## src/hw/jsonLinkPkg.sv

```systemverilog
`default_nettype none

package jsonLinkPkg;

    // Register map, byte addresses on the AXI4-Lite port
    localparam logic [3:0] addrCmd    = 4'h0; // Command word, read/write
    localparam logic [3:0] addrCtrl   = 4'h4; // Bit 0 requests a send
    localparam logic [3:0] addrStatus = 4'h8; // Busy, done, frame count
    localparam logic [3:0] addrBaud   = 4'hC; // Clocks per bit

    localparam logic [1:0]  respOkay     = 2'b00;   // Only response ever given
    localparam logic [15:0] baudResetDiv = 16'd434; // 115200 baud from 50 MHz

    localparam int spareWidth = 12;
    localparam int typeWidth  = 4;
    localparam int valWidth   = 8; // Signed hundredths
    localparam int magWidth   = 7; // Holds 0..99

    localparam int valueLimit = 99; // Clamp, prints as 0.99

    // Byte slots of the longest frame, both signs present
    localparam logic [4:0] slotSignL = 5'd11;
    localparam logic [4:0] slotSignR = 5'd21;
    localparam logic [4:0] slotLast  = 5'd27; // Newline

    typedef struct packed {
        logic [spareWidth-1:0]      spare;    // Ignored
        logic [typeWidth-1:0]       cmdType;  // Printed modulo 10
        logic signed [valWidth-1:0] leftVal;
        logic signed [valWidth-1:0] rightVal;
    } cmdFields_t;

    // Written raw over the bus, read as fields by the composer
    typedef union packed {
        logic [31:0] raw;
        cmdFields_t  fields;
    } cmdWord_u;

endpackage

`default_nettype wire

```

## src/hw/byteStreamIf.sv

```systemverilog
`timescale 1ns/1ns
`default_nettype none

interface byteStreamIf;

    logic [7:0] data;  // Byte payload
    logic       valid; // Held until accepted
    logic       ready; // Sink can take a byte
    logic       last;  // Final byte of a frame

    modport source (output data, output valid, output last, input ready);

    modport sink (input data, input valid, input last, output ready);

endinterface

`default_nettype wire

```

## src/hw/jsonComposer.sv

```systemverilog
`timescale 1ns/1ns
`default_nettype none

module jsonComposer (
    input  wire logic                  clk,
    input  wire logic                  rst,
    input  wire jsonLinkPkg::cmdWord_u cmd,
    input  wire logic                  sendReq,
    output logic                       busy,
    output logic                       frameDone,
    byteStreamIf.source                out
);

    logic [4:0]                      idx;      // Current byte slot
    logic [4:0]                      nextIdx;
    logic                            fire;     // Byte taken this cycle
    logic                            start;    // Request accepted
    logic [3:0]                      typeDigit;
    logic                            leftNeg;
    logic                            rightNeg;
    logic [jsonLinkPkg::magWidth-1:0] leftMag;
    logic [jsonLinkPkg::magWidth-1:0] rightMag;
    logic [jsonLinkPkg::magWidth-1:0] selMag;  // Wheel being printed
    logic [3:0]                      tensDigit;
    logic [3:0]                      onesDigit;

    // Magnitude after clamping to the print range
    function automatic logic [jsonLinkPkg::magWidth-1:0] clampMag(
        input logic signed [jsonLinkPkg::valWidth-1:0] v
    );
        logic signed [jsonLinkPkg::valWidth:0] mag; // Extra bit so -128 fits
        mag = (v < 0) ? -v : v;
        if (mag > (jsonLinkPkg::valWidth+1)'(jsonLinkPkg::valueLimit)) begin
            mag = (jsonLinkPkg::valWidth+1)'(jsonLinkPkg::valueLimit);
        end
        return mag[jsonLinkPkg::magWidth-1:0];
    endfunction

    assign start     = sendReq && !busy; // Ignored mid-frame
    assign out.valid = busy;             // First byte valid with busy
    assign fire      = out.valid && out.ready;
    assign out.last  = (idx == jsonLinkPkg::slotLast);

    // Skip a sign slot when that wheel is not negative
    always_comb begin
        nextIdx = idx + 5'd1;
        if ((nextIdx == jsonLinkPkg::slotSignL && !leftNeg) ||
            (nextIdx == jsonLinkPkg::slotSignR && !rightNeg)) begin
            nextIdx = idx + 5'd2;
        end
    end

    always_ff @(posedge clk or posedge rst) begin
        if (rst) begin
            busy      <= 1'b0;
            frameDone <= 1'b0;
            idx       <= 5'd0;
        end else begin
            frameDone <= fire && out.last; // Pulse after the newline goes
            if (start) begin
                busy <= 1'b1;
                idx  <= 5'd0;
            end else if (fire) begin
                if (out.last) begin
                    busy <= 1'b0;
                end
                idx <= nextIdx; // Stalls while ready is low
            end
        end
    end

    always_ff @(posedge clk) begin
        if (start) begin
            typeDigit <= cmd.fields.cmdType % 4'd10; // 10..15 wrap to 0..5
            leftNeg   <= cmd.fields.leftVal < 0;
            rightNeg  <= cmd.fields.rightVal < 0;
            leftMag   <= clampMag(cmd.fields.leftVal);
            rightMag  <= clampMag(cmd.fields.rightVal);
        end
    end

    assign selMag    = (idx < jsonLinkPkg::slotSignR) ? leftMag : rightMag;
    assign tensDigit = 4'(selMag / 10);
    assign onesDigit = 4'(selMag % 10);

    always_comb begin
        case (idx)
            5'd0:                        out.data = 8'h7B; // '{'
            5'd1, 5'd3, 5'd7, 5'd9,
            5'd17, 5'd19:                out.data = 8'h22; // '"'
            5'd2:                        out.data = 8'h54; // 'T'
            5'd4, 5'd10, 5'd20:          out.data = 8'h3A; // ':'
            5'd5:                        out.data = 8'h30 + {4'd0, typeDigit};
            5'd6, 5'd16:                 out.data = 8'h2C; // ','
            5'd8:                        out.data = 8'h4C; // 'L'
            5'd18:                       out.data = 8'h52; // 'R'
            jsonLinkPkg::slotSignL,
            jsonLinkPkg::slotSignR:      out.data = 8'h2D; // '-'
            5'd12, 5'd22:                out.data = 8'h30; // Leading '0'
            5'd13, 5'd23:                out.data = 8'h2E; // '.'
            5'd14, 5'd24:                out.data = 8'h30 + {4'd0, tensDigit};
            5'd15, 5'd25:                out.data = 8'h30 + {4'd0, onesDigit};
            5'd26:                       out.data = 8'h7D; // '}'
            default:                     out.data = 8'h0A; // Newline slot
        endcase
    end

endmodule

`default_nettype wire

```

## src/hw/jsonUartTop.sv

```systemverilog
`timescale 1ns/1ns
`default_nettype none

module jsonUartTop (
    input  wire logic        clk,
    input  wire logic        rst,
    input  wire logic [3:0]  awaddr,
    input  wire logic        awvalid,
    output logic             awready,
    input  wire logic [31:0] wdata,
    input  wire logic [3:0]  wstrb,
    input  wire logic        wvalid,
    output logic             wready,
    output logic [1:0]       bresp,
    output logic             bvalid,
    input  wire logic        bready,
    input  wire logic [3:0]  araddr,
    input  wire logic        arvalid,
    output logic             arready,
    output logic [31:0]      rdata,
    output logic [1:0]       rresp,
    output logic             rvalid,
    input  wire logic        rready,
    output logic             txd,
    output logic             busy
);

    jsonLinkPkg::cmdWord_u cmd;       // Latched by the composer on send
    logic                  sendReq;
    logic [15:0]           baudDiv;
    logic                  frameDone;

    byteStreamIf stream ();           // Composer to transmitter

    linkRegs regs (
        .clk(clk), .rst(rst),
        .awaddr(awaddr), .awvalid(awvalid), .awready(awready),
        .wdata(wdata), .wstrb(wstrb), .wvalid(wvalid), .wready(wready),
        .bresp(bresp), .bvalid(bvalid), .bready(bready),
        .araddr(araddr), .arvalid(arvalid), .arready(arready),
        .rdata(rdata), .rresp(rresp), .rvalid(rvalid), .rready(rready),
        .cmd(cmd), .sendReq(sendReq), .baudDiv(baudDiv),
        .busy(busy), .frameDone(frameDone)
    );

    jsonComposer composer (
        .clk(clk), .rst(rst),
        .cmd(cmd), .sendReq(sendReq),
        .busy(busy), .frameDone(frameDone),
        .out(stream.source)
    );

    uartTx tx (
        .clk(clk), .rst(rst),
        .baudDiv(baudDiv),
        .in(stream.sink),
        .txd(txd)
    );

endmodule

`default_nettype wire

```

## src/hw/linkRegs.sv

```systemverilog
`timescale 1ns/1ns
`default_nettype none

module linkRegs (
    input  wire logic                  clk,
    input  wire logic                  rst,
    input  wire logic [3:0]            awaddr,
    input  wire logic                  awvalid,
    output logic                       awready,
    input  wire logic [31:0]           wdata,
    input  wire logic [3:0]            wstrb,
    input  wire logic                  wvalid,
    output logic                       wready,
    output logic [1:0]                 bresp,
    output logic                       bvalid,
    input  wire logic                  bready,
    input  wire logic [3:0]            araddr,
    input  wire logic                  arvalid,
    output logic                       arready,
    output logic [31:0]                rdata,
    output logic [1:0]                 rresp,
    output logic                       rvalid,
    input  wire logic                  rready,
    output jsonLinkPkg::cmdWord_u      cmd,
    output logic                       sendReq,
    output logic [15:0]                baudDiv,
    input  wire logic                  busy,
    input  wire logic                  frameDone
);

    logic        wrFire;     // Address and data taken together
    logic        rdFire;
    logic        done;       // Sticky until the next accepted send
    logic [7:0]  frameCount; // Completed frames, wraps
    logic [31:0] readWord;

    // Both write channels must be present, and no response outstanding
    assign wrFire  = awvalid && wvalid && !bvalid;
    assign awready = wrFire;
    assign wready  = wrFire;
    assign bresp   = jsonLinkPkg::respOkay;

    assign arready = !rvalid; // One read in flight at most
    assign rdFire  = arvalid && arready;
    assign rresp   = jsonLinkPkg::respOkay;

    always_ff @(posedge clk or posedge rst) begin
        if (rst) begin
            bvalid  <= 1'b0;
            sendReq <= 1'b0;
            cmd     <= '0;
            baudDiv <= jsonLinkPkg::baudResetDiv;
        end else begin
            // Pulse in the cycle after the CTRL write
            sendReq <= wrFire && (awaddr == jsonLinkPkg::addrCtrl) && wstrb[0] && wdata[0];
            if (wrFire) begin
                bvalid <= 1'b1;
            end else if (bready) begin
                bvalid <= 1'b0; // Response accepted
            end
            if (wrFire && (awaddr == jsonLinkPkg::addrCmd)) begin
                for (int i = 0; i < 4; i++) begin
                    if (wstrb[i]) begin
                        cmd.raw[8*i +: 8] <= wdata[8*i +: 8]; // Per-byte strobe
                    end
                end
            end
            if (wrFire && (awaddr == jsonLinkPkg::addrBaud)) begin
                for (int i = 0; i < 2; i++) begin
                    if (wstrb[i]) begin
                        baudDiv[8*i +: 8] <= wdata[8*i +: 8]; // Upper strobes unused
                    end
                end
            end
        end
    end

    always_ff @(posedge clk or posedge rst) begin
        if (rst) begin
            done       <= 1'b0;
            frameCount <= 8'd0;
        end else begin
            if (sendReq && !busy) begin
                done <= 1'b0; // Only an accepted request clears it
            end else if (frameDone) begin
                done <= 1'b1;
            end
            if (frameDone) begin
                frameCount <= frameCount + 8'd1;
            end
        end
    end

    always_comb begin
        case (araddr)
            jsonLinkPkg::addrCmd:    readWord = cmd.raw;
            jsonLinkPkg::addrStatus: readWord = {16'd0, frameCount, 6'd0, done, busy};
            jsonLinkPkg::addrBaud:   readWord = {16'd0, baudDiv};
            default:                 readWord = 32'd0; // CTRL and holes read zero
        endcase
    end

    always_ff @(posedge clk or posedge rst) begin
        if (rst) begin
            rvalid <= 1'b0;
        end else if (rdFire) begin
            rvalid <= 1'b1;
        end else if (rready) begin
            rvalid <= 1'b0;
        end
    end

    always_ff @(posedge clk) begin
        if (rdFire) begin
            rdata <= readWord; // Captured at the address handshake
        end
    end

endmodule

`default_nettype wire

```

## src/hw/uartTx.sv

```systemverilog
`timescale 1ns/1ns
`default_nettype none

module uartTx (
    input  wire logic        clk,
    input  wire logic        rst,
    input  wire logic [15:0] baudDiv,
    byteStreamIf.sink        in,
    output logic             txd
);

    logic        active;    // Frame on the line
    logic [9:0]  shiftReg;  // Stop, data, start, LSB goes out first
    logic [3:0]  bitCnt;    // Bit being sent, 0..9
    logic [15:0] periodCnt; // Clocks into the current bit
    logic [15:0] bitLen;    // Divider taken with the byte
    logic        bitEnd;

    assign in.ready = !active;          // Idle means ready
    assign bitEnd   = (periodCnt == bitLen - 16'd1);
    assign txd      = shiftReg[0];      // Straight from a flop

    always_ff @(posedge clk or posedge rst) begin
        if (rst) begin
            active    <= 1'b0;
            shiftReg  <= '1;            // Line idles high
            bitCnt    <= 4'd0;
            periodCnt <= 16'd0;
        end else if (!active) begin
            if (in.valid) begin
                active    <= 1'b1;
                shiftReg  <= {1'b1, in.data, 1'b0}; // Start bit next cycle
                bitCnt    <= 4'd0;
                periodCnt <= 16'd0;
            end
        end else if (bitEnd) begin
            periodCnt <= 16'd0;
            shiftReg  <= {1'b1, shiftReg[9:1]};     // Fill with idle level
            if (bitCnt == 4'd9) begin
                active <= 1'b0;                     // Stop bit done
            end else begin
                bitCnt <= bitCnt + 4'd1;
            end
        end else begin
            periodCnt <= periodCnt + 16'd1;
        end
    end

    // A divider change only affects the next byte
    always_ff @(posedge clk) begin
        if (!active && in.valid) begin
            bitLen <= baudDiv;
        end
    end

endmodule

`default_nettype wire

```

## config.mk

```make
export PLATFORM = sky130hd
export DESIGN_NAME = jsonUartTop
export DESIGN_NICKNAME = d
export VERILOG_FILES = /design/src/hw/jsonLinkPkg.sv /design/src/hw/byteStreamIf.sv /design/src/hw/jsonComposer.sv /design/src/hw/jsonUartTop.sv /design/src/hw/linkRegs.sv /design/src/hw/uartTx.sv
export SDC_FILE = /design/constraint.sdc
export NUM_CORES = 1
export LEC_CHECK = 0
export BUFFER_PORTS_ARGS = -buffer_cell sky130_fd_sc_hd__buf_4
export CORE_MARGIN = 3
export CORE_UTILIZATION = 59
export CTS_CLUSTER_DIAMETER = 40
export DETAILED_ROUTE_END_ITERATION = 10
export PLACE_DENSITY = 0.82
export SLEW_MARGIN = 20
export SYNTH_ARGS = -nofsm -noshare
export SYNTH_HDL_FRONTEND = slang
export SYNTH_SLANG_ARGS = --single-unit
```

## constraint.sdc

```tcl
create_clock -name clk -period 5.3 [get_ports clk]
set_clock_uncertainty 0.05 [all_clocks]
set_input_delay 0.265 -clock clk [delete_from_list [all_inputs] [get_ports clk]]
set_output_delay 0.265 -clock clk [all_outputs]
set_load 0.005 [all_outputs]
```

== Word level (Yosys, flattened, before mapping) ==
Index checks and enable logic that the tools add are counted.

* Register bits: 166
* Input port bits: 51
* Output and inout bits: 43
* Word-level logic and storage cells: 158

* Add/sub/neg operators: 11
* Divide/modulo/power cells: 3
* Magnitude comparators: 5
* Equal/unequal tests: 37
* Multiplexer cells: 31
* Reduce and logical (&&, ||, !) cells: 46

{| class="wikitable"
|+ Operators by type and width
! operator !! number
|-
| 8-bit case mux with 14 select lines || 1
|-
| 32-bit case mux with 3 select lines || 1
|-
| 5-bit equality test (second input constant) || 13
|-
| 16-bit two-way mux || 3
|-
| 5-bit by 4-bit equality test with 1-bit output (second input constant) || 9
|-
| 7-bit by 4-bit divider with 32-bit output (second input constant) || 1
|-
| 7-bit by 4-bit remainder unit with 32-bit output (second input constant) || 1
|-
| 10-bit two-way mux || 3
|-
| 6-bit by 4-bit adder with 7-bit output (first input constant) || 3
|-
| 5-bit by 3-bit equality test with 1-bit output (second input constant) || 4
|-
| 9-bit by 8-bit greater-than comparator with 1-bit output (second input constant) || 2
|-
| 9-bit two-way mux || 2
|-
| 8-bit negator with 9-bit output || 2
|-
| 16-bit by 1-bit adder with 16-bit output (second input constant) || 1
|-
| 16-bit equality test || 1
|-
| 4-bit equality test (second input constant) || 4
|-
| 8-bit by 1-bit < comparator with 1-bit output (second input constant) || 2
|-
| 4-bit two-way mux || 4
|-
| 2-bit AND reduction || 8
|-
| 16-bit by 1-bit subtractor with 16-bit output (second input constant) || 1
|-
| 5-bit two-way mux || 3
|-
| 1-bit logical AND || 13
|-
| 1-bit two-way mux || 13
|-
| 2-bit nonzero test || 6
|-
| other kinds (19) || 32
|}

== Longest topological paths before layout ==
Gate-level depths: netlist of the first run.

* Word-level depth: 7
* Mapped depth: 18
* Mapped depth without buffers: 17

== Cells and area by module ==
Synthesis of the first run repeated with hierarchy kept, for this count alone.

* Cell total of the unflattened synthesis: 893
* Area total of the unflattened synthesis: 9420.3 um^2

{| class="wikitable"
|+ Modules (own cells, without submodules)
! module !! times used !! cells an instance !! area each (um^2) !! seq. area each (um^2)
|-
| linkRegs || 1 || 249 || 3819.9 || 2468.6
|-
| jsonComposer || 1 || 361 || 2916.5 || 775.7
|-
| uartTx || 1 || 283 || 2683.8 || 1242.4
|}

== Least setup slack after synthesis of the first run ==
Ideal clock, no wire load.

* Kind: flip-flop to flip-flop
* From: register composer.idx[1]
* To: register tx.shiftReg[4]
* Setup time: 0.084 ns
* Data arrival time: 3.925 ns
* Data required time: 5.166 ns
* Slack: 1.242 ns
* Stages on the path, launching flop included: 18
* Path buffers: 1
* Period minus slack after synthesis: 4.058 ns
* Path through: dfrtp_1 -> inv_1 -> ha_1 -> a211oi_1 -> nor2_1 -> clkbuf_1 -> nand2_1 -> o21ai_0 -> ha_1 -> nand2b_1 -> o21ai_0 -> nand3_1 -> a31o_2 -> a21oi_2 -> or3b_2 -> o2111ai_1 -> o221a_2 -> o21ai_1

* Cells in the longest elaborated chain, start to end: 7
* Elaborated cells on any way between the ends: 44
* Those cells by class: add/sub: 2; div: 2; order compare: 1; eq/ne: 26; mux: 4; reduce/logical: 9

{| class="wikitable"
|+ Ends and longest elaborated chain
! what !! RTL line !! text
|-
| start, declared || jsonComposer.sv:14 || <nowiki>logic [4:0] idx;</nowiki>
|-
| start signal, assigned || jsonComposer.sv:67 || <nowiki>idx <= nextIdx;</nowiki>
|-
| 5-bit < comparator || jsonComposer.sv:82 || <nowiki>assign selMag = (idx < jsonLinkPkg::slotSignR) ? leftMag : rightMag;</nowiki>
|-
| 7-bit two-way mux || jsonComposer.sv:82 ||
|-
| 7-bit by 4-bit remainder unit with 32-bit output or 7-bit by 4-bit divider with 32-bit output (tied branches) || jsonComposer.sv:84, jsonComposer.sv:83 ||
|-
| 6-bit by 4-bit adder with 7-bit output, on equally long branches || jsonComposer.sv:102, jsonComposer.sv:101 ||
|-
| 8-bit case mux with 14 select lines (*) || jsonComposer.sv:87 || <nowiki>case (idx)</nowiki>
|-
| 10-bit two-way mux (*) || uartTx.sv:30 || <nowiki>if (in.valid) begin</nowiki>
|-
| 10-bit two-way mux (*) || uartTx.sv:29 || <nowiki>end else if (!active) begin</nowiki>
|-
| end signal, assigned || uartTx.sv:32 || <nowiki>shiftReg <= {1'b1, in.data, 1'b0};</nowiki>
|-
| end signal, assigned || uartTx.sv:38 || <nowiki>shiftReg <= {1'b1, shiftReg[9:1]};</nowiki>
|-
| end, declared || uartTx.sv:13 || <nowiki>logic [9:0] shiftReg;</nowiki>
|}

Every way passes the cells marked *; elsewhere a longest branch is shown, timed or not. The select of a mux whose other input is x is not followed.
A chain may end at the register's enable or synchronous reset.

== Final worst setup path of the first run ==
* From: register composer.idx[2]
* To: register tx.shiftReg[4]

Same word-level chain as after synthesis.

==> flow_metrics.py, run 1 <==
metrics = {
    "routing": {
        "routed_wl_mm": 21.8,
        "detailroute.via_count": 7223,
        "wl_per_cell_um": 18.5,
        "antenna_violating_nets_post_route": 0,
        "drt_first_iter_violations": 663,
        "drcViolationCount": 0,
        "avgViaCountPerCell": 6.11,
        "first_pass_iters": 4,
    },
    "setup_path": {
        "cp_class": "flop to flop",
        "kind_of_capture_point_of_the_worst_setup_path": "flop",
        "timing.critical_path.from_type": "flop",
        "path_max_fanout": 16,
        "required_time_reported_for_the_critical_path_endpoint_ns": 5.60,
        "critPathArrivalTime_ns": 5.03,
    },
    "timing": {
        "setup_violating_endpoint_count_in_the_final_report": 0,
        "fin_worst_hold_slack_ns": 0.0107,
        "number_of_endpoints_with_negative_hold_slack_in_the_final_report": 0,
        "final.period_utilization": 0.893,
        "maxSlewViolCount": 0,
        "clock.fmax_mhz": 211,
        "max_slew_margin": 0.302,
        "rsz0062_at_grt": "no",
        "timing_worst_slew_pin_value_ns": 1.02,
        "min_period_ns": 4.73,
        "tns_ns": 0,
    },
    "floorplan": {
        "floorplan.rows": 44,
        "initial_utilization": 0.615,
        "dieWidth_um": 131,
        "top_level_ports": 94,
        "die_h_um": 131,
        "fp.coreArea_um2": 14900,
        "area_of_the_die_um2": 17000,
    },
    "place": {
        "gp_congestion": 0.837,
        "placed_cells": 1137,
        "buffer_ports.inserted": 89,
        "hpwlAfterDp_mm": 14.5,
    },
    "power": {
        "ir_worst_vdd_v": 0.000243,
        "power_leakage_uw": 0.00454,
        "cellPowerDensity_nw_per_um2": 329,
        "total_power_uw": 3510,
    },
    "cells_and_area": {
        "drive_gt1_frac": 0.213,
        "final_util": 0.719,
        "areaGrowthSynthToFinish_pct": 16.8,
        "insertedDiodeCount": 0,
        "nNetsFinal": 1053,
        "final_cell_count_no_fill": 1182,
    },
    "yosys": {
        "number_of_different_library_cells_in_the_post_synthesis_netlist": 75,
        "netlist.top_cell.by_area": "sky130_fd_sc_hd__dfrtp_1",
        "mapped_area_um2": 9150,
        "post-synth-top-count-cell": "sky130_fd_sc_hd__nand2_1",
        "edff_count_synth": 68,
        "async_flop_share": 0.588,
        "yosys_warnings": 0,
        "synth_area_per_cell_um2": 10.2,
        "synth.top_cells.by_count": "93 x sky130_fd_sc_hd__nand2_1, 83 x sky130_fd_sc_hd__dfrtp_1, 68 x sky130_fd_sc_hd__edfxtp_1",
        "yosys.area.top_type_share": 0.227,
        "netlist_instances": 897,
        "synth.top_cells.by_area": "sky130_fd_sc_hd__dfrtp_1 23%, sky130_fd_sc_hd__edfxtp_1 22%, sky130_fd_sc_hd__mux2_2 6.4%",
        "synth_top_flop_cell": "sky130_fd_sc_hd__dfrtp_1",
        "ys_ff_latch": 165,
        "seq_area_frac_synth": 0.490,
    },
    "cts": {
        "root_buffer": "sky130_fd_sc_hd__clkbuf_16",
        "clk_pin_slew_worst_paths_ns": 0.09,
        "clk_path_buf_depth": 2,
        "cts_htree_levels": 4,
        "cts_resized": 0,
        "cts_setup_buffers": 0,
        "cts_sinks": 165,
        "cts_hold_repair.buffers": 13,
        "insertion_delay_ns": 0.44,
        "inserted_clock_buffers": 17,
        "cts_tree": "done",
    },
    "outcome": {
        "outcome": "finished, final reports clean",
    },
    "grt": {
        "grt_remaining_overflow": 0,
        "grt_usage": 0.268,
        "first_global_vias": 7054,
        "first_pass_grt_wire_length_mm": 36.0,
        "antenna_found_initial": 0,
        "grt_max_degree": 63,
    },
    "run": {
        "max-cap-violations": 0,
    },
    "worst_hold_path": {
        "hold_path_class": "input pin to flop",
    },
}
metal layers:
layer	routed length, µm	vias up	global-route usage
li1	-	3461	-
met3	1370	36	0.0654
met5	0	-	0
met2	10700	246	0.441
met4	401	0	0.0823
met1	9340	3480	0.354
flip-flops by register name, indices dropped and copies added, names as in the netlist, 4 cells and up:
signal / flops
regs.baudDiv: 16
composer.idx: 5
tx.periodCnt: 16
regs.rdata: 32
tx.bitLen: 16
regs.cmd: 32
composer.typeDigit: 4
composer.leftMag: 7
tx.bitCnt: 4
tx.shiftReg: 9
composer.rightMag: 7
regs.frameCount: 8
final timing paths:
kind                       slack, ns  depth (start not counted)       startpoint          endpoint
setup / recovery                0.57                         14  composer.idx[2]    tx.shiftReg[4]
hold / removal                  0.01                          2        wdata[20]      regs.cmd[20]
setup reg to reg                0.57                         14  composer.idx[2]    tx.shiftReg[4]
hold reg to reg                 0.41                          2   tx.shiftReg[8]    tx.shiftReg[8]
max in group asynchronous       3.68                          4              rst   regs.baudDiv[0]
min in group asynchronous       0.37                          3              rst  tx.periodCnt[15]
kinds of logic after synthesis:
family	after synthesis	share of synthesized area
simple gates	333	0.189
compound gates	205	0.149
flops	165	0.490
buf+inv	78	0.0380
mux	59	0.0717
xor+xnor	36	0.0345
fa+ha+maj	20	0.0265
other cells	1	0.000410
critical path, cell delays in order (launching register included):
cell and delay (ns):
sky130_fd_sc_hd__dfrtp_1 0.56, sky130_fd_sc_hd__ha_1 0.32, sky130_fd_sc_hd__a211oi_1 0.12, sky130_fd_sc_hd__nor2_1 0.80, sky130_fd_sc_hd__o21ai_0 0.25, sky130_fd_sc_hd__ha_1 0.37, sky130_fd_sc_hd__nand2b_1 0.18, sky130_fd_sc_hd__o21ai_0 0.31
sky130_fd_sc_hd__nand3_1 0.21, sky130_fd_sc_hd__a31o_2 0.29, sky130_fd_sc_hd__a21oi_2 0.33, sky130_fd_sc_hd__or3b_2 0.48, sky130_fd_sc_hd__o2111ai_1 0.11, sky130_fd_sc_hd__o221a_2 0.21, sky130_fd_sc_hd__o21ai_1 0.05
power by group:
group,leakage [µW],switching (µW),internal [µW]
clock network,0.000302,615,648
registers,0.00191,136,1480
logic,0.00232,337,296
stage by stage:
step	worst slack [ns]	instance area, µm²
after floorplan	1.24	9160
after global placement	0.740	9920
after global routing	0.0696	10700
final	0.567	10700
after detailed placement	0.641	9930
after CTS	0.608	10700
area by class of cell:
| cell class | instances | area, µm² |
|---|---|---|
| timing repair buffer | 110 | 858 |
| inverter | 34 | 130 |
| clock inverter | 15 | 199 |
| fill | 1037 | 4180 |
| multi-input combinational | 657 | 4350 |
| tap | 184 | 230 |
| clock buffer | 17 | 425 |
| sequential | 165 | 4490 |
cells in the final DEF, fill, tap and decap left out, types with 11 or more instances in the layout:
cell and count:
sky130_fd_sc_hd__buf_4 97, sky130_fd_sc_hd__nand2_1 93, sky130_fd_sc_hd__dfrtp_1 83, sky130_fd_sc_hd__edfxtp_1 68, sky130_fd_sc_hd__o21ai_0 58, sky130_fd_sc_hd__mux2_2 52
sky130_fd_sc_hd__nor2_1 52, sky130_fd_sc_hd__nand3_1 34, sky130_fd_sc_hd__inv_1 32, sky130_fd_sc_hd__nand2b_1 27, sky130_fd_sc_hd__a21oi_1 23, sky130_fd_sc_hd__xnor2_1 21
sky130_fd_sc_hd__and2_1 21, sky130_fd_sc_hd__ha_1 17, sky130_fd_sc_hd__clkbuf_16 17, sky130_fd_sc_hd__a31oi_1 16, sky130_fd_sc_hd__xor2_1 15, sky130_fd_sc_hd__nor2b_1 15
sky130_fd_sc_hd__nor3_1 14, sky130_fd_sc_hd__dfstp_2 14, sky130_fd_sc_hd__nand4_1 13, sky130_fd_sc_hd__o211ai_1 13, sky130_fd_sc_hd__and3_1 13, sky130_fd_sc_hd__dlygate4sd3_1 13
sky130_fd_sc_hd__o21ai_1 12, sky130_fd_sc_hd__a22oi_1 12, sky130_fd_sc_hd__o31ai_1 11
Power figures use the tool's default switching activity.
==> run 2: changes to the inputs <==
--- a/config.mk
+++ b/config.mk
@@ -7,10 +7,10 @@
 export LEC_CHECK = 0
 export BUFFER_PORTS_ARGS = -buffer_cell sky130_fd_sc_hd__buf_4
 export CORE_MARGIN = 3
-export CORE_UTILIZATION = 59
+export CORE_UTILIZATION = 54
 export CTS_CLUSTER_DIAMETER = 40
 export DETAILED_ROUTE_END_ITERATION = 10
-export PLACE_DENSITY = 0.82
+export PLACE_DENSITY = 0.79
 export SLEW_MARGIN = 20
 export SYNTH_ARGS = -nofsm -noshare
 export SYNTH_HDL_FRONTEND = slang
==> constraint.sdc (replaced) <==
create_clock -name clk -period 3.95 [get_ports clk]
set_clock_uncertainty 0.05 [all_clocks]
set_input_delay 0.1975 -clock clk [delete_from_list [all_inputs] [get_ports clk]]
set_output_delay 0.1975 -clock clk [all_outputs]
set_load 0.005 [all_outputs]
==> run 2 against run 1 <==
  * Power grew 34%
  * Sequential power grew 33%
  * Cell area grew 3.6%
==> flow_metrics.py, run 2 (synthesized netlist as in run 1, its figures left out) <==
metrics = {
    "setup_path": {
        "required_time_reported_for_the_critical_path_endpoint_ns": 4.26,
        "path_common_cell": "sky130_fd_sc_hd__o21ai_1",
        "kind_of_capture_point_of_the_worst_setup_path": "flop",
        "critPathArrivalTime_ns": 4.00,
        "path_max_fanout": 7,
        "path_cells": "inv_1 > ha_1 > a211oi_2 > nor2_2 > nand2_1 > o21ai_1 > ha_1 > nand2b_1 > o21ai_1 > nand3_1 > a31o_2 > a21oi_2 > or3b_2 > o2111ai_1 > o221a_2 > o21ai_1",
        "critical-path-max-stage-delay_ns": 0.46,
        "cp_class": "flop to flop",
        "timing.critical_path.from_type": "flop",
        "r2r_setup_slack_ns": 0.25,
        "cp.buffers_inverters": 1,
        "crit-reg2reg-launch": "composer.idx[1]",
        "timing.critical_path.from": "composer.idx[1]",
        "crit_slowest_cell": "sky130_fd_sc_hd__or3b_2",
        "worst-r2r-cell-count": 16,
        "critical_path.reg2reg.endpoint": "tx.shiftReg[4]",
        "crit_family": "compound AO/OA/AOI/OAI gates",
    },
    "floorplan": {
        "fp.coreArea_um2": 16200,
        "initial_utilization": 0.564,
        "dieWidth_um": 136,
        "floorplan.rows": 46,
        "top_level_ports": 94,
        "area_of_the_die_um2": 18500,
        "die_h_um": 136,
    },
    "routing": {
        "antenna_violating_nets_post_route": 0,
        "routed_wl_mm": 23.0,
        "wl_per_cell_um": 18.4,
        "avgViaCountPerCell": 5.99,
        "first_pass_iters": 6,
        "detailroute.via_count": 7506,
        "drcViolationCount": 0,
        "drt_first_iter_violations": 577,
    },
    "grt": {
        "first_global_vias": 7278,
        "grt_max_degree": 42,
        "grt.met3_usage": 0.0563,
        "grt_remaining_overflow": 0,
        "antenna_found_initial": 0,
        "gr-usage-met1": 0.340,
        "first_pass_grt_wire_length_mm": 37.2,
        "globalRouteMet2Util": 0.414,
        "grt_usage": 0.255,
        "top_usage_layer": "met2",
    },
    "worst_hold_path": {
        "hold_path_startpoint": "awaddr[2]",
        "whs_path_depth": 3,
        "hold_path_end": "regs.sendReq",
        "hold_path_class": "input pin to flop",
    },
    "cells_and_area": {
        "drive_gt1_frac": 0.224,
        "final_cell_count_no_fill": 1254,
        "layout.cells.most_common": "sky130_fd_sc_hd__buf_4",
        "most-common-layout-cells": "113 x sky130_fd_sc_hd__buf_4, 93 x sky130_fd_sc_hd__nand2_1, 83 x sky130_fd_sc_hd__dfrtp_1",
        "reg_top3": "regs.cmd x32, regs.rdata x32",
        "layout.filler_cells": 1214,
        "areaGrowthSynthToFinish_pct": 21.0,
        "insertedDiodeCount": 0,
        "nNetsFinal": 1093,
    },
    "timing": {
        "setup_violating_endpoint_count_in_the_final_report": 0,
        "number_of_endpoints_with_negative_hold_slack_in_the_final_report": 0,
        "worst_slack_ns": 0.252,
        "min_period_ns": 3.70,
        "timing_worst_slew_pin_value_ns": 0.896,
        "fin_worst_hold_slack_ns": 0.0800,
        "maxSlewViolCount": 0,
        "final.period_utilization": 0.936,
        "clock.fmax_mhz": 270,
        "max_slew_margin": 0.401,
    },
    "cts": {
        "clk_path_buf_depth": 2,
        "insertion_delay_ns": 0.43,
        "root_buffer": "sky130_fd_sc_hd__clkbuf_16",
        "cts_tree": "done",
        "cts_sinks": 165,
        "cts_htree_levels": 4,
        "inserted_clock_buffers": 17,
        "cts_setup_buffers": 0,
        "clk_pin_slew_worst_paths_ns": 0.07,
    },
    "power": {
        "ir_worst_vdd_v": 0.000310,
        "power_leakage_uw": 0.00471,
        "total_power_uw": 4700,
        "cellPowerDensity_nw_per_um2": 425,
    },
    "place": {
        "hpwlAfterDp_mm": 15.3,
        "buffer_ports.inserted": 89,
        "dp_worst_setup_slack_ns": 0.100,
        "gp_congestion": 0.895,
        "placed_cells": 1185,
    },
    "outcome": {
        "outcome": "finished, final reports clean",
    },
    "run": {
        "max-cap-violations": 0,
    },
}
==> run 2: cell types whose count changed in the layout (fill, tap and decap cells not counted), sizes merged <==
cell | before | now
dlygate4sd3 | 13 | 36
buf | 97 | 114
clkinv | 10 | 2
inv | 39 | 43
clkbuf | 17 | 20
clkinvlp | 0 | 1
==> run 2: final cells by class <==
cell class,instances,area [µm²],area share
Clock buffer,20,468,0.0423
Clock inverter,12,105,0.00950
Inverter,34,130,0.0118
Multi-Input combinational cell,657,4370,0.395
Sequential cell,165,4490,0.405
Tap cell,216,270,0.0244
Timing Repair Buffer,150,1240,0.112
==> run 2: worst max path at each step <==
| stage | cells past startpoint | slack, ns | to |
|---|---|---|---|
| CTS | 16 | 0.08 | tx.shiftReg[4] |
| global placement | 16 | 0.22 | tx.shiftReg[4] |
| global route | 17 | -0.002 | tx.shiftReg[4] |
| finish | 16 | 0.25 | tx.shiftReg[4] |
| floorplan | 16 | 0.04 | tx.shiftReg[4] |
| detailed placement | 16 | 0.10 | tx.shiftReg[4] |
==> run 2: routing by layer <==
| metal | wire, µm | part of all wire |
|---|---|---|
| met5 | 0 | 0 |
| met3 | 1560 | 0.068 |
| met1 | 9850 | 0.43 |
| met2 | 11100 | 0.48 |
| met4 | 490 | 0.021 |
==> run 2: worst reg2reg max path: stages, from the launching register on <==
cell and delay [ns]:
sky130_fd_sc_hd__dfrtp_1 0.37, sky130_fd_sc_hd__inv_1 0.08, sky130_fd_sc_hd__ha_1 0.23, sky130_fd_sc_hd__a211oi_2 0.30, sky130_fd_sc_hd__nor2_2 0.13, sky130_fd_sc_hd__nand2_1 0.08
sky130_fd_sc_hd__o21ai_1 0.09, sky130_fd_sc_hd__ha_1 0.33, sky130_fd_sc_hd__nand2b_1 0.20, sky130_fd_sc_hd__o21ai_1 0.24, sky130_fd_sc_hd__nand3_1 0.20, sky130_fd_sc_hd__a31o_2 0.29
sky130_fd_sc_hd__a21oi_2 0.18, sky130_fd_sc_hd__or3b_2 0.46, sky130_fd_sc_hd__o2111ai_1 0.12, sky130_fd_sc_hd__o221a_2 0.21, sky130_fd_sc_hd__o21ai_1 0.06
==> run 2: power breakdown <==
part           switching [µW]  leakage (µW)  internal, µW
logic                     481       0.00251           429
clock network             744      0.000285           883
registers                 172       0.00191          1990
==> run 2: metrics by stage <==
| step | setup TNS (ns) | util | instance area (µm²) |
|---|---|---|---|
| 6_report | 0 | 0.682 | 11100 |
| 3_5_place_dp | 0 | 0.621 | 10100 |
| 5_1_grt | -0.00230 | 0.682 | 11100 |
| 2_1_floorplan | 0 | - | 9170 |
| 4_1_cts | 0 | 0.679 | 11000 |
| 3_3_place_gp | 0 | 0.621 | 10100 |
==> run 2: what timing repair did <==
item | CTS | global route
hold endpoints to repair | 90 | 0
hold buffers | 36 | 0
endpoints found under the setup margin | 0 | 4
resized for setup | 0 | 5
==> run 3: changes to the inputs <==
--- a/config.mk
+++ b/config.mk
@@ -11,6 +11,7 @@
 export CTS_CLUSTER_DIAMETER = 40
 export DETAILED_ROUTE_END_ITERATION = 10
 export PLACE_DENSITY = 0.79
+export RECOVER_POWER = 100
 export SLEW_MARGIN = 20
 export SYNTH_ARGS = -nofsm -noshare
 export SYNTH_HDL_FRONTEND = slang
==> run 3 against run 2 <==
  * The flow now finishes with violations (capacitance limit, slew limit)
  * Combinational power shrank 2.9%
  * Flip-flop and latch count is the same
  * Fmax shrank 0.36%
  * Clock power is essentially flat
  * Die area is the same
  * Non-clock buffer count is the same
  * Setup slack lost 0.013 ns
  * Critical endpoint unchanged
  * Largest cell class unchanged
  * Highest routed layer unchanged
==> flow_metrics.py, run 3 (synthesized netlist as in run 1, its figures left out) <==
metrics = {
    "cells_and_area": {
        "layout.cells.most_common": "sky130_fd_sc_hd__nand2_1",
        "areaGrowthSynthToFinish_pct": 19.6,
        "insertedDiodeCount": 0,
        "layout.filler_cells": 1248,
        "most-common-layout-cells": "93 x sky130_fd_sc_hd__nand2_1, 83 x sky130_fd_sc_hd__dfrtp_1, 68 x sky130_fd_sc_hd__edfxtp_1",
        "nNetsFinal": 1093,
        "drive_gt1_frac": 0.191,
        "reg_top3": "regs.cmd x32, regs.rdata x32",
    },
    "routing": {
        "drcViolationCount": 0,
        "antenna_violating_nets_post_route": 0,
        "drt_first_iter_violations": 613,
        "detailroute.via_count": 7519,
        "wl_per_cell_um": 18.3,
        "avgViaCountPerCell": 6.00,
        "routed_wl_mm": 23.0,
        "first_pass_iters": 5,
    },
    "run": {
        "max-cap-violations": 4,
    },
    "floorplan": {
        "dieWidth_um": 136,
        "die_h_um": 136,
        "area_of_the_die_um2": 18500,
        "floorplan.rows": 46,
        "top_level_ports": 94,
        "fp.coreArea_um2": 16200,
        "initial_utilization": 0.564,
    },
    "cts": {
        "insertion_delay_ns": 0.43,
        "cts_sinks": 165,
        "clk_path_buf_depth": 2,
        "inserted_clock_buffers": 17,
        "cts_tree": "done",
        "clk_pin_slew_worst_paths_ns": 0.07,
        "root_buffer": "sky130_fd_sc_hd__clkbuf_16",
        "cts_htree_levels": 4,
        "cts_setup_buffers": 0,
    },
    "place": {
        "gp_congestion": 0.895,
        "hpwlAfterDp_mm": 15.3,
        "dp_worst_setup_slack_ns": 0.100,
        "buffer_ports.inserted": 89,
    },
    "grt": {
        "grt_remaining_overflow": 0,
        "grt.met3_usage": 0.0563,
        "antenna_found_initial": 0,
        "grt_max_degree": 42,
        "grt_usage": 0.255,
        "top_usage_layer": "met2",
        "gr-usage-met1": 0.340,
        "first_global_vias": 7278,
        "first_pass_grt_wire_length_mm": 37.2,
        "globalRouteMet2Util": 0.414,
    },
    "setup_path": {
        "path_cells": "inv_1 > ha_1 > a211oi_2 > nor2_2 > nand2_1 > o21ai_1 > ha_1 > nand2b_1 > o21ai_1 > nand3_1 > a31o_2 > a21oi_2 > or3b_2 > o2111ai_1 > o221a_2 > o21ai_1",
        "cp_class": "flop to flop",
        "required_time_reported_for_the_critical_path_endpoint_ns": 4.25,
        "kind_of_capture_point_of_the_worst_setup_path": "flop",
        "cp.buffers_inverters": 1,
        "critical-path-max-stage-delay_ns": 0.46,
        "path_max_fanout": 7,
        "crit_family": "compound AO/OA/AOI/OAI gates",
        "critPathArrivalTime_ns": 4.01,
        "crit_slowest_cell": "sky130_fd_sc_hd__or3b_2",
        "timing.critical_path.from_type": "flop",
        "path_common_cell": "sky130_fd_sc_hd__o21ai_1",
    },
    "outcome": {
        "outcome": "finished, violations left",
        "violations": "capacitance limit, slew limit",
    },
    "timing": {
        "setup_violating_endpoint_count_in_the_final_report": 0,
        "timing_worst_slew_pin_value_ns": 1.85,
        "max_slew_margin": -0.238,
        "min_period_ns": 3.71,
        "tns_ns": 0,
        "number_of_endpoints_with_negative_hold_slack_in_the_final_report": 0,
        "maxSlewViolCount": 135,
        "worst_slack_ns": 0.238,
        "clock.fmax_mhz": 269,
        "final.period_utilization": 0.940,
        "rsz0062_at_grt": "no",
    },
    "worst_hold_path": {
        "hold_path_class": "input pin to flop",
    },
    "power": {
        "cellPowerDensity_nw_per_um2": 427,
        "ir_worst_vdd_v": 0.000306,
        "power_leakage_uw": 0.00460,
    },
}
run 3: cell types whose count changed in the layout (fill, tap and decap cells not counted), sizes merged:
| cell | delta |
|---|---|
| buf | -48 |
| clkinvlp | +1 |
| clkbuf | +48 |
| inv | -1 |
run 3: path summary, 6_finish.rpt:
check / cells past startpoint / slack, ns / to / startpoint
max: 16 / 0.24 / tx.shiftReg[4] / composer.idx[1]
min: 3 / 0.08 / regs.sendReq / awaddr[2]
max reg2reg: 16 / 0.24 / tx.shiftReg[4] / composer.idx[1]
min reg2reg: 2 / 0.41 / tx.shiftReg[8] / tx.shiftReg[8]
max in group asynchronous: 4 / 0.74 / tx.periodCnt[11] / rst
min in group asynchronous: 3 / 0.73 / regs.frameCount[2] / rst
run 3: area by class of cell:
cell class / instances / area (µm²) / area share
sequential: 165 / 4490 / 0.410
clock inverter: 12 / 105 / 0.00961
inverter: 34 / 129 / 0.0118
tap: 216 / 270 / 0.0247
timing repair buffer: 150 / 1150 / 0.105
multi-input combinational: 657 / 4340 / 0.396
clock buffer: 20 / 468 / 0.0428
run 3: where the power goes:
group	total (µW)	switching (µW)	leakage (µW)	internal, µW
registers	2160	171	0.00191	1990
logic	884	474	0.00240	410
clock network	1630	742	0.000285	884
total	4670	1390	0.00460	3280
run 3: through the flow:
stage	hold WS (ns)	instances	util	area, µm²	total power [µW]
floorplan	0.218	900	-	9170	2770
global placement	0.222	1185	0.621	10100	3010
detailed placement	0.232	1185	0.621	10100	3040
CTS	0.0148	1253	0.679	11000	4680
global route	0.104	1254	0.674	10900	4890
finish	0.0837	1254	0.674	10900	4670
run 3: worst min-delay path: stages:
cell	delay, ns
sky130_fd_sc_hd__buf_4	0.12
sky130_fd_sc_hd__nand3_1	0.11
sky130_fd_sc_hd__nor3b_1	0.09
run 3: repair_timing:
item | 4_1_cts | 5_1_grt
hold endpoints to repair | 90 | 0
resized for setup | 0 | 5
setup endpoints to repair | 0 | 4
hold buffers | 36 | 0
run 3: metal layers:
layer / up-vias / routed length [µm]
li1: 3524 / -
met1: 3665 / 9970
met2: 275 / 11100
met3: 55 / 1400
met4: 0 / 520
met5: - / 0
